### src/design/dma_cmd_pkg.sv
`default_nettype none

package dma_cmd_pkg;

  // data and address widths of the two memory ports
  localparam int unsigned WordWidth     = 32;
  localparam int unsigned NicAddrWidth  = 32;
  localparam int unsigned HostAddrWidth = 64;

  // command fields
  localparam int unsigned LenWidth   = 16;
  localparam int unsigned CmdIdWidth = 8;

  // each response FIFO holds this many command ids
  localparam int unsigned RespFifoDepth = 4;
  localparam int unsigned RespPtrWidth  = $clog2(RespFifoDepth);

  // counts from 0 up to RespFifoDepth inclusive
  localparam int unsigned CntWidth = RespPtrWidth + 1;

  // one data word
  typedef logic [WordWidth-1:0] word_t;

  // word address on the NHI side
  typedef logic [NicAddrWidth-1:0] nic_addr_t;

  // word address on the host side, also the internal descriptor address
  typedef logic [HostAddrWidth-1:0] host_addr_t;

  // transfer length in words
  typedef logic [LenWidth-1:0] len_t;

  // id handed back with the response strobe
  typedef logic [CmdIdWidth-1:0] cmd_id_t;

  // completion counter and FIFO fill level
  typedef logic [CntWidth-1:0] cnt_t;

  // read/write pointer into a response FIFO
  typedef logic [RespPtrWidth-1:0] fifo_ptr_t;

  // copy channel states
  typedef enum logic [1:0] {
    CH_IDLE  = 2'd0,
    CH_READ  = 2'd1,
    CH_WRITE = 2'd2
  } chan_state_e;

endpackage

`default_nettype wire

### src/design/resp_id_fifo.sv
`timescale 1ns/1ps
`default_nettype none

module resp_id_fifo
  import dma_cmd_pkg::*;
(
  input  logic    clk_i,
  input  logic    rst_ni,
  input  logic    push_i,
  input  cmd_id_t data_i,
  input  logic    pop_i,
  output cmd_id_t data_o,
  output logic    full_o
);

  cmd_id_t   mem_q [RespFifoDepth];
  fifo_ptr_t wr_ptr_q;
  fifo_ptr_t rd_ptr_q;
  cnt_t      count_q;

  // the head entry is always visible
  assign data_o = mem_q[rd_ptr_q];
  assign full_o = (count_q == cnt_t'(RespFifoDepth));

  // storage, written only on a push
  always_ff @(posedge clk_i) begin
    if (push_i) begin
      mem_q[wr_ptr_q] <= data_i;
    end
  end

  // pointers wrap naturally since the depth is a power of two
  always_ff @(posedge clk_i, negedge rst_ni) begin
    if (!rst_ni) begin
      wr_ptr_q <= '0;
      rd_ptr_q <= '0;
      count_q  <= '0;
    end else begin
      if (push_i) begin
        wr_ptr_q <= wr_ptr_q + 1'b1;
      end
      if (pop_i) begin
        rd_ptr_q <= rd_ptr_q + 1'b1;
      end
      // simultaneous push and pop leaves the level unchanged
      case ({push_i, pop_i})
        2'b10:   count_q <= count_q + 1'b1;
        2'b01:   count_q <= count_q - 1'b1;
        default: count_q <= count_q;
      endcase
    end
  end

endmodule

`default_nettype wire

### src/design/resp_arbiter.sv
`timescale 1ns/1ps
`default_nettype none

module resp_arbiter
  import dma_cmd_pkg::*;
(
  input  logic    clk_i,
  input  logic    rst_ni,
  input  logic    rx_avail_i,
  input  logic    tx_avail_i,
  input  cmd_id_t rx_id_i,
  input  cmd_id_t tx_id_i,
  output logic    rx_pop_o,
  output logic    tx_pop_o,
  output logic    resp_valid_o,
  output cmd_id_t resp_id_o
);

  // set when the last grant went to tx, so rx wins the first tie
  logic    last_tx_q;
  logic    resp_valid_q;
  cmd_id_t resp_id_q;

  assign rx_pop_o = rx_avail_i && (!tx_avail_i || last_tx_q);
  assign tx_pop_o = tx_avail_i && !rx_pop_o;

  always_ff @(posedge clk_i, negedge rst_ni) begin
    if (!rst_ni) begin
      last_tx_q    <= 1'b1;
      resp_valid_q <= 1'b0;
    end else begin
      resp_valid_q <= rx_pop_o || tx_pop_o;
      if (rx_pop_o || tx_pop_o) begin
        last_tx_q <= tx_pop_o;
      end
    end
  end

  // id of the popped head, qualified by the valid strobe
  always_ff @(posedge clk_i) begin
    resp_id_q <= rx_pop_o ? rx_id_i : tx_id_i;
  end

  assign resp_valid_o = resp_valid_q;
  assign resp_id_o    = resp_id_q;

endmodule

`default_nettype wire

### src/design/copy_channel.sv
`timescale 1ns/1ps
`default_nettype none

module copy_channel
  import dma_cmd_pkg::*;
(
  input  logic       clk_i,
  input  logic       rst_ni,

  // descriptor from the front end
  input  logic       desc_valid_i,
  input  host_addr_t src_addr_i,
  input  host_addr_t dst_addr_i,
  input  len_t       len_i,
  output logic       idle_o,

  // source port, data arrives one cycle after rd_o
  output logic       rd_o,
  output host_addr_t rd_addr_o,
  input  word_t      rd_data_i,

  // destination port
  output logic       wr_o,
  output host_addr_t wr_addr_o,
  output word_t      wr_data_o,

  output logic       done_o
);

  chan_state_e state_q;
  host_addr_t  src_q;
  host_addr_t  dst_q;
  len_t        remain_q;
  len_t        offset_q;
  logic        done_q;
  host_addr_t  offset_ext;
  logic        accept;

  assign accept     = (state_q == CH_IDLE) && desc_valid_i;
  assign offset_ext = {{(HostAddrWidth-LenWidth){1'b0}}, offset_q};

  // descriptor addresses are held for the whole copy
  always_ff @(posedge clk_i) begin
    if (accept) begin
      src_q <= src_addr_i;
      dst_q <= dst_addr_i;
    end
  end

  // one read and one write per word, alternating
  always_ff @(posedge clk_i, negedge rst_ni) begin
    if (!rst_ni) begin
      state_q  <= CH_IDLE;
      remain_q <= '0;
      offset_q <= '0;
      done_q   <= 1'b0;
    end else begin
      done_q <= 1'b0;
      case (state_q)
        CH_IDLE: begin
          if (desc_valid_i) begin
            remain_q <= len_i;
            offset_q <= '0;
            // an empty copy completes right away
            if (len_i == '0) begin
              done_q <= 1'b1;
            end else begin
              state_q <= CH_READ;
            end
          end
        end
        CH_READ: begin
          state_q <= CH_WRITE;
        end
        CH_WRITE: begin
          offset_q <= offset_q + 1'b1;
          remain_q <= remain_q - 1'b1;
          if (remain_q == len_t'(1)) begin
            state_q <= CH_IDLE;
            done_q  <= 1'b1;
          end else begin
            state_q <= CH_READ;
          end
        end
        default: begin
          state_q <= CH_IDLE;
        end
      endcase
    end
  end

  assign idle_o = (state_q == CH_IDLE);

  assign rd_o      = (state_q == CH_READ);
  assign rd_addr_o = src_q + offset_ext;

  // the returned word is written in the cycle it arrives
  assign wr_o      = (state_q == CH_WRITE);
  assign wr_addr_o = dst_q + offset_ext;
  assign wr_data_o = rd_data_i;

  assign done_o = done_q;

endmodule

`default_nettype wire

### src/design/dma_cmd_frontend.sv
`timescale 1ns/1ps
`default_nettype none

module dma_cmd_frontend
  import dma_cmd_pkg::*;
(
  input  logic       clk_i,
  input  logic       rst_ni,

  // command handshake
  input  logic       cmd_req_valid_i,
  output logic       cmd_req_ready_o,
  input  logic       nic_to_host_i,
  input  nic_addr_t  nic_addr_i,
  input  host_addr_t host_addr_i,
  input  len_t       length_i,
  input  cmd_id_t    cmd_id_i,

  // channel status
  input  logic       rx_idle_i,
  input  logic       tx_idle_i,
  input  logic       rx_done_i,
  input  logic       tx_done_i,

  // shared descriptor, steered by the two valid strobes
  output logic       rx_desc_valid_o,
  output logic       tx_desc_valid_o,
  output host_addr_t src_addr_o,
  output host_addr_t dst_addr_o,
  output len_t       len_o,

  // response
  output logic       cmd_resp_valid_o,
  output cmd_id_t    cmd_resp_id_o
);

  host_addr_t nic_addr_ext;
  logic       cmd_fire;
  logic       rx_full;
  logic       tx_full;
  logic       rx_pop;
  logic       tx_pop;
  cmd_id_t    rx_head_id;
  cmd_id_t    tx_head_id;
  cnt_t       rx_cnt_q;
  cnt_t       tx_cnt_q;

  assign nic_addr_ext = {{(HostAddrWidth-NicAddrWidth){1'b0}}, nic_addr_i};

  // rx copies NIC to host, tx copies host to NIC
  assign src_addr_o = nic_to_host_i ? nic_addr_ext : host_addr_i;
  assign dst_addr_o = nic_to_host_i ? host_addr_i : nic_addr_ext;
  assign len_o      = length_i;

  // accept only when the target channel and its id FIFO have room
  assign cmd_req_ready_o = nic_to_host_i ? (rx_idle_i && !rx_full)
                                         : (tx_idle_i && !tx_full);
  assign cmd_fire        = cmd_req_valid_i && cmd_req_ready_o;

  assign rx_desc_valid_o = cmd_fire && nic_to_host_i;
  assign tx_desc_valid_o = cmd_fire && !nic_to_host_i;

  resp_id_fifo i_rx_fifo (
    .clk_i  (clk_i),
    .rst_ni (rst_ni),
    .push_i (rx_desc_valid_o),
    .data_i (cmd_id_i),
    .pop_i  (rx_pop),
    .data_o (rx_head_id),
    .full_o (rx_full)
  );

  resp_id_fifo i_tx_fifo (
    .clk_i  (clk_i),
    .rst_ni (rst_ni),
    .push_i (tx_desc_valid_o),
    .data_i (cmd_id_i),
    .pop_i  (tx_pop),
    .data_o (tx_head_id),
    .full_o (tx_full)
  );

  // completed copies whose id has not been reported yet
  always_ff @(posedge clk_i, negedge rst_ni) begin
    if (!rst_ni) begin
      rx_cnt_q <= '0;
      tx_cnt_q <= '0;
    end else begin
      rx_cnt_q <= rx_cnt_q + cnt_t'(rx_done_i) - cnt_t'(rx_pop);
      tx_cnt_q <= tx_cnt_q + cnt_t'(tx_done_i) - cnt_t'(tx_pop);
    end
  end

  resp_arbiter i_resp_arb (
    .clk_i        (clk_i),
    .rst_ni       (rst_ni),
    .rx_avail_i   (rx_cnt_q != '0),
    .tx_avail_i   (tx_cnt_q != '0),
    .rx_id_i      (rx_head_id),
    .tx_id_i      (tx_head_id),
    .rx_pop_o     (rx_pop),
    .tx_pop_o     (tx_pop),
    .resp_valid_o (cmd_resp_valid_o),
    .resp_id_o    (cmd_resp_id_o)
  );

endmodule

`default_nettype wire

### src/design/soc_dma_wrap.sv
`timescale 1ns/1ps
`default_nettype none

module soc_dma_wrap
  import dma_cmd_pkg::*;
(
  input  logic       clk_i,
  input  logic       rst_ni,

  // command
  input  logic       cmd_req_valid_i,
  output logic       cmd_req_ready_o,
  input  logic       nic_to_host_i,
  input  nic_addr_t  nic_addr_i,
  input  host_addr_t host_addr_i,
  input  len_t       length_i,
  input  cmd_id_t    cmd_id_i,

  // response
  output logic       cmd_resp_valid_o,
  output cmd_id_t    cmd_resp_id_o,

  // NHI memory port
  output logic       nhi_rd_o,
  output nic_addr_t  nhi_rd_addr_o,
  input  word_t      nhi_rd_data_i,
  output logic       nhi_wr_o,
  output nic_addr_t  nhi_wr_addr_o,
  output word_t      nhi_wr_data_o,

  // host memory port
  output logic       host_rd_o,
  output host_addr_t host_rd_addr_o,
  input  word_t      host_rd_data_i,
  output logic       host_wr_o,
  output host_addr_t host_wr_addr_o,
  output word_t      host_wr_data_o
);

  logic       rx_desc_valid;
  logic       tx_desc_valid;
  host_addr_t desc_src;
  host_addr_t desc_dst;
  len_t       desc_len;
  logic       rx_idle;
  logic       tx_idle;
  logic       rx_done;
  logic       tx_done;
  host_addr_t rx_rd_addr;
  host_addr_t tx_wr_addr;

  // the NHI port only sees the lower 32 address bits
  assign nhi_rd_addr_o = rx_rd_addr[NicAddrWidth-1:0];
  assign nhi_wr_addr_o = tx_wr_addr[NicAddrWidth-1:0];

  dma_cmd_frontend i_frontend (
    .clk_i            (clk_i),
    .rst_ni           (rst_ni),
    .cmd_req_valid_i  (cmd_req_valid_i),
    .cmd_req_ready_o  (cmd_req_ready_o),
    .nic_to_host_i    (nic_to_host_i),
    .nic_addr_i       (nic_addr_i),
    .host_addr_i      (host_addr_i),
    .length_i         (length_i),
    .cmd_id_i         (cmd_id_i),
    .rx_idle_i        (rx_idle),
    .tx_idle_i        (tx_idle),
    .rx_done_i        (rx_done),
    .tx_done_i        (tx_done),
    .rx_desc_valid_o  (rx_desc_valid),
    .tx_desc_valid_o  (tx_desc_valid),
    .src_addr_o       (desc_src),
    .dst_addr_o       (desc_dst),
    .len_o            (desc_len),
    .cmd_resp_valid_o (cmd_resp_valid_o),
    .cmd_resp_id_o    (cmd_resp_id_o)
  );

  // reads NHI, writes host
  copy_channel i_rx_chan (
    .clk_i        (clk_i),
    .rst_ni       (rst_ni),
    .desc_valid_i (rx_desc_valid),
    .src_addr_i   (desc_src),
    .dst_addr_i   (desc_dst),
    .len_i        (desc_len),
    .idle_o       (rx_idle),
    .rd_o         (nhi_rd_o),
    .rd_addr_o    (rx_rd_addr),
    .rd_data_i    (nhi_rd_data_i),
    .wr_o         (host_wr_o),
    .wr_addr_o    (host_wr_addr_o),
    .wr_data_o    (host_wr_data_o),
    .done_o       (rx_done)
  );

  // reads host, writes NHI
  copy_channel i_tx_chan (
    .clk_i        (clk_i),
    .rst_ni       (rst_ni),
    .desc_valid_i (tx_desc_valid),
    .src_addr_i   (desc_src),
    .dst_addr_i   (desc_dst),
    .len_i        (desc_len),
    .idle_o       (tx_idle),
    .rd_o         (host_rd_o),
    .rd_addr_o    (host_rd_addr_o),
    .rd_data_i    (host_rd_data_i),
    .wr_o         (nhi_wr_o),
    .wr_addr_o    (tx_wr_addr),
    .wr_data_o    (nhi_wr_data_o),
    .done_o       (tx_done)
  );

endmodule

`default_nettype wire

### config.mk
export PLATFORM = sky130hd
export DESIGN_NAME = soc_dma_wrap
export DESIGN_NICKNAME = d
export VERILOG_FILES = /design/src/design/dma_cmd_pkg.sv /design/src/design/resp_id_fifo.sv /design/src/design/resp_arbiter.sv /design/src/design/copy_channel.sv /design/src/design/dma_cmd_frontend.sv /design/src/design/soc_dma_wrap.sv
export SDC_FILE = /design/constraint.sdc
export NUM_CORES = 1
export LEC_CHECK = 0
export BUFFER_PORTS_ARGS = -buffer_cell sky130_fd_sc_hd__buf_2
export CAP_MARGIN = 30
export CORE_MARGIN = 5
export CORE_UTILIZATION = 41
export CTS_CLUSTER_DIAMETER = 100
export CTS_CLUSTER_SIZE = 12
export DETAILED_ROUTE_END_ITERATION = 8
export MAX_ROUTING_LAYER = met4
export PLACE_DENSITY = 0.6
export REMOVE_ABC_BUFFERS = 1
export SLEW_MARGIN = 25
export SYNTH_ARGS = -nofsm -noshare
export SYNTH_HDL_FRONTEND = slang
export SYNTH_SLANG_ARGS = --single-unit
### constraint.sdc
create_clock -name clk_i -period 5.4 [get_ports clk_i]
set_clock_uncertainty 0.1 [all_clocks]
set_input_delay 0 -clock clk_i [delete_from_list [all_inputs] [get_ports clk_i]]
set_output_delay 0 -clock clk_i [all_outputs]
set_load 0.02 [all_outputs]
Word level (Yosys, flattened, before mapping). Memory sizes are Yosys's and may differ from the RTL's. Cells that the tools add are included.

Register bits after elaboration: 292. Memory bits (writable): 64. Logic and storage cells: 122. Memories: 2.

Add/sub/neg operators: 20. Eq/ne operators: 16. Multiplexer cells: 32. Reductions and logical operators: 29.

Memories: i_frontend.i_rx_fifo.mem_q (words 4, width 8, read ports 1, clocked after Yosys merged registers in 0, write ports 1, RTL line resp_id_fifo.sv:16) `cmd_id_t mem_q [RespFifoDepth];`; i_frontend.i_tx_fifo.mem_q (words 4, width 8, read ports 1, clocked after Yosys merged registers in 0, write ports 1, RTL line resp_id_fifo.sv:16).

Operators by type and width (number): $add 64x16->64 (2); $mux 64 (2); $pmux 16 s2 (4); $add 32x16->32 (2); $mux 16 (4); $add 16x1->16 const B (2); $eq 16x1->1 const B (2); $sub 16x1->16 const B (2); $logic_not 16->1 (1); $mux 1 (12); $pmux 2 s3 (2); $pmux 3 s2 (2); $logic_and 1x1->1 (9); $add 2x1->2 const B (4); $eq 2x1->1 const B (4); $eq 2x2->1 const B (4); $mux 8 (1); $ne 2x2->1 const B (4); $reduce_and 2->1 (4); $reduce_bool 2->1 (4); $add 3x1->3 (2); $add 3x1->3 const B (2); $eq 3x3->1 const B (2); $mux 2 (3); 7 further kinds (17).

Depth between registers and ports, before layout.
Word-level depth: 8. Depth in mapped cells: 12.

Hierarchy. From an unflattened synthesis, not the netlist that was laid out.

Cells, all modules: 2153. Area total of the unflattened synthesis: 24181.9 µm².

By module, submodules not included: copy_channel at i_tx_chan (times used 1, cells each 922, area each 9679.3 µm²); copy_channel at i_rx_chan (times used 1, cells each 868, area each 9275.1 µm²); resp_id_fifo (times used 2, cells each 74, area each 1539.0 µm²); dma_cmd_frontend (times used 1, cells each 190, area each 1766.7 µm²); resp_arbiter (times used 1, cells each 25, area each 382.9 µm²).

Least setup slack after synthesis. OpenSTA, ideal clock, no wires.

Path kind: register to register. Start point: register i_frontend.i_rx_fifo.count_q[0]. End point: register i_rx_chan.dst_q[0], enable pin. Library setup time: 0.497 ns. Arrival: 4.058 ns. Data required time: 4.803 ns. Setup slack: 0.745 ns. Cell stages (with the launch flop): 5. Path buffers: 2. Clock period less this slack: 4.655 ns. Path through: dfrtp_1 > nor2_1 > a2111oi_1 > clkbuf_1 > buf_1.

Longest elaborated chain between the ends: 7.

RTL lines: start: declaration (RTL line resp_id_fifo.sv:19) `cnt_t count_q;`; start signal: assignment (RTL line resp_id_fifo.sv:47) `2'b10: count_q <= count_q + 1'b1;`; start signal: assignment (RTL line resp_id_fifo.sv:48) `2'b01: count_q <= count_q - 1'b1;`; start signal: assignment (RTL line resp_id_fifo.sv:49) `default: count_q <= count_q;`; $eq 3x3->1 (RTL line resp_id_fifo.sv:23) `assign full_o = (count_q == cnt_t'(RespFifoDepth));`; $logic_not 1->1 (RTL line dma_cmd_frontend.sv:56) `assign cmd_req_ready_o = nic_to_host_i ? (rx_idle_i && !rx_full)`; $logic_and 1x1->1 (RTL line dma_cmd_frontend.sv:56); $mux 1 (RTL line dma_cmd_frontend.sv:56); $logic_and 1x1->1 (RTL line dma_cmd_frontend.sv:58) `assign cmd_fire = cmd_req_valid_i && cmd_req_ready_o;`; $logic_and 1x1->1 (RTL line dma_cmd_frontend.sv:60) `assign rx_desc_valid_o = cmd_fire && nic_to_host_i;`; $logic_and 1x1->1 (RTL line copy_channel.sv:39) `assign accept = (state_q == CH_IDLE) && desc_valid_i;`; via i_rx_chan.accept (RTL line copy_channel.sv:37) `logic accept;`; end signal: assignment (RTL line copy_channel.sv:46) `dst_q <= dst_addr_i;`; end: declaration (RTL line copy_channel.sv:32) `host_addr_t dst_q;`.

The timed path passes the listed nets, and every way through them passes these cells. A chain may end at the register's enable or synchronous reset.

Final worst setup path.
Start point: register i_tx_chan.offset_q[0]. End point: output port host_rd_addr_o[30].

Longest elaborated chain between the ends: 1.

RTL lines: start: declaration (RTL line copy_channel.sv:34) `len_t offset_q;`; start signal: assignment (RTL line copy_channel.sv:76) `offset_q <= offset_q + 1'b1;`; $add 64x16->64 (RTL line copy_channel.sv:95) `assign rd_addr_o = src_q + offset_ext;`; end: declaration (RTL line soc_dma_wrap.sv:33) `output host_addr_t host_rd_addr_o,`.

Every way passes these cells.

==> results by group <==
Synthesis
  • Synth warnings: 0
  • Avg Cell Area, Syn: 11.1 µm²
  • Most common cell in the netlist: edfxtp_1
  • Post-synthesis xor/xnor area fraction: 0.0926
  • Synth Area in Adders: 0.0598
  • Post-synth EDFFs: 256
  • Post-synth top area share: 0.380
  • Async S/R FF share, synth: 0.258
  • Synth Flop Type: edfxtp_1
  • FF+latch count, synth: ~360
  • Yosys top cell by area: edfxtp_1
  • Post-Synth Simple-Gate Area: 0.162
  • Synth area leaders: edfxtp_1 38%, dfrtp_1 11%, xnor2_1 5.6%
  • Commonest cells in the netlist: 256 x edfxtp_1, 155 x nand2_1, 130 x xnor2_1
  • Mapped Area: 20200 µm²
  • Synth cell types: 65
  • Post-synthesis cell count: 1823
  • Compound-gate portion of the synthesized area: 0.0884
  • Largest family of logic cells by synthesized area: simple AND/OR/NAND/NOR gates
  • Register area share after synthesis: 0.502
  • Mux cell area share after synthesis: 0.0534

Clock tree
  • Root buffer cell: clkbuf_16
  • Worst-case clock buffer depth: 3
  • Number of CTS-inserted buffers: 35
  • H-tree Lvls: 2
  • Postcts setup bufs: 0
  • Later-pin clock latency in the skew report: 550 ps
  • CTS sink count: 356
  • CTS tree: yes
  • Clk pin slew, worst setup/hold paths: 60 ps

Floorplan
  • IO Pins: 458
  • Core area: approximately 49000 µm²
  • Initial Util: 0.414
  • Die Span Y: 232 µm
  • Die Area: between 50000 and 60000 µm²
  • Die X: 232 µm
  • # rows: 81

Global routing
  • Largest net degree at the start of global routing: 93
  • Vias in the first global route: 16.4k
  • Initial antenna violation count: 8
  • GRT Resource Usage Total: 0.250
  • Global-route wire length before repair: 99900 µm
  • Congestion Overflow GR: 0

Worst hold path
  • Tightest Hold Check Type: input pin to flip-flop
  • HP Start: host_addr_i[63]
  • Hold Crit Endpoint: i_rx_chan.dst_q[63]
  • Cell count of the worst hold path: 3

Critical path
  • Largest fanout on the critical path: 6
  • Kind of end point of the critical path: output pin
  • R2r worst-path depth: 10
  • R2R Path End: i_frontend.i_tx_fifo.count_q[2]
  • Setup crit start kind: flip-flop
  • RR Startpoint: i_frontend.rx_cnt_q[1]
  • Kind of critical path: flip-flop to output pin
  • Crit path required time: ~5300 ps
  • WP data arrival: 4200 ps
  • Reg2reg setup slack: about 2200 ps

Drt
  • Post-Route WL: between 60000 and 70000 µm
  • Routed vias/inst: 5.49
  • Antenna violation net count after detailed routing: 0
  • Via count: ~17k
  • Residual DRC: 0
  • Number of DRC markers in iteration 0: approximately 1.2k
  • Avg WL per Cell: 22.5 µm
  • DRT Pass-1 Iters: 5

Place
  • Post-place instance area: 22200 µm²
  • Post-DP HPWL: a little over 50000 µm
  • Post-place setup slack: 1650 ps
  • Port-buffer cells: about 330
  • Placer Congestion: 0.983

Layout
  • Utilization after layout: 0.522
  • Multi-input gate area: 9250 µm²
  • # fillers: 4322
  • Synth-to-layout area growth: 26.0%
  • Layout Nets: 2596
  • FF/Latch Area: 10200 µm²
  • Final instance area: roughly 26000 µm²
  • Share of layout cells above drive strength 1: 0.206

STA
  • Tmin final: around 4300 ps
  • Setup violations, final: 0
  • Worst slew pin tran: 982 ps
  • Final Hold Slack: 171 ps
  • Slew Limit Fails: 0
  • Final setup margin: 1100 ps
  • Slew HR: 0.343
  • Final hold violations: 0
  • Fin crit share: 0.796
  • RSZ-0062 raised after global routing: false
  • Fmax: ~230 MHz

Power
  • Power per cell area: between 300 and 400 nW/µm²
  • Maximum vdd ir drop: 0.296 mV
  • Leakage: 10.2 nW
  • Pwr Total: 9.62 mW

Run
  • Number of max-cap violations: 0

Outcome
  • Status: complete, no violations
==> final cells by class <==
class | count | share of cell area
sequential | 356 | 0.398
multi-input combinational | 1306 | 0.363
timing repair buffer | 567 | 0.159
clock buffer | 60 | 0.0389
tap | 664 | 0.0326
inverter | 50 | 0.00736
clock inverter | 3 | 0.00103
antenna | 9 | 0.000883
==> worst max-delay path by stage <==
| stage | from | end | cells after the start | slack, ps |
|---|---|---|---|---|
| detailed placement | i_tx_chan.offset_q[0] | host_rd_addr_o[30] | 10 | 1650 |
| finish | i_tx_chan.offset_q[0] | host_rd_addr_o[30] | 10 | 1100 |
| global placement | i_tx_chan.offset_q[0] | host_rd_addr_o[30] | 10 | 1680 |
| CTS | i_tx_chan.offset_q[0] | host_rd_addr_o[30] | 10 | 1030 |
| global route | i_tx_chan.offset_q[0] | host_rd_addr_o[30] | 10 | 940 |
| floorplan | i_frontend.i_rx_fifo.count_q[0] | i_frontend.i_rx_fifo.count_q[2] | 9 | -14470 |
==> state kept, by name, summed over array words and instances (netlist names), 32 cells and up <==
name,count
i_rx_chan.dst_q,64
i_tx_chan.src_q,64
i_frontend.i_rx_fifo.mem_q,32
i_frontend.i_tx_fifo.mem_q,32
i_rx_chan.src_q,32
i_tx_chan.dst_q,32
==> metrics by stage <==
step | TNS [ps] | cells
finish | 0 | 3015
global route | 0 | 3014
CTS | 0 | 3004
detailed placement | 0 | 2719
global placement | 0 | 2717
floorplan | -1782130 | 1712
==> routing by layer <==
metal | up-vias | routed length, µm | share of wire | GRT usage
met5 | - | 0 | 0 | -
met2 | 675 | 30800 | 0.45 | 0.385
li1 | 7595 | - | - | -
met4 | 0 | 2540 | 0.037 | 0.0825
met3 | 164 | 5210 | 0.077 | 0.0547
met1 | 8132 | 29300 | 0.43 | 0.333
==> worst max-delay path: stages (launching register included) <==
cell and delay (ps):
dfrtp_1 440, ha_1 250, fa_1 410, a21o_1 190, a21oi_1 370, o21ai_0 340, nor4_1 770, nor3_1 340
nand3_1 190, xnor2_1 140, buf_2 200
==> cell usage in the layout, fill, tap and decap left out, types with 66 or more instances in the layout <==
| master | synthesis | layout |
|---|---|---|
| xor2_1 | 84 | 84 |
| dlygate4sd3_1 | 0 | 222 |
| nand2_1 | 155 | 155 |
| a21oi_1 | 66 | 66 |
| xnor2_1 | 130 | 130 |
| dfrtp_1 | 91 | 91 |
| edfxtp_1 | 256 | 256 |
| ha_1 | 84 | 84 |
| nand3_1 | 95 | 95 |
| buf_2 | 2 | 327 |
| nor2_1 | 119 | 119 |
==> where the power goes <==
part	total (mW)	internal (mW)	switching, mW
Clock	2.29	1.25	1.04
Sequential	4.07	3.57	0.500
Combinational	3.26	1.26	2.01
Total	9.62	6.08	3.54
==> cells by family (layout without fill, tap and decap cells) <==
logic type | Yosys count | in the layout
other | 0 | 9
adders and majority gates | 92 | 92
muxes | 80 | 80
buffers and inverters | 161 | 680
xor gates and xnor gates | 214 | 214
AOI/OAI and AO/OA | 270 | 270
and+or+nand+nor | 650 | 650
DFF | 356 | 356
==> what timing repair did <==
action,in CTS,in global routing
hold buffers,222,0
hold endpoints to repair,447,0
gates resized for setup,0,0
endpoints found under the setup margin,0,0
Power figures use the tool's default switching activity.
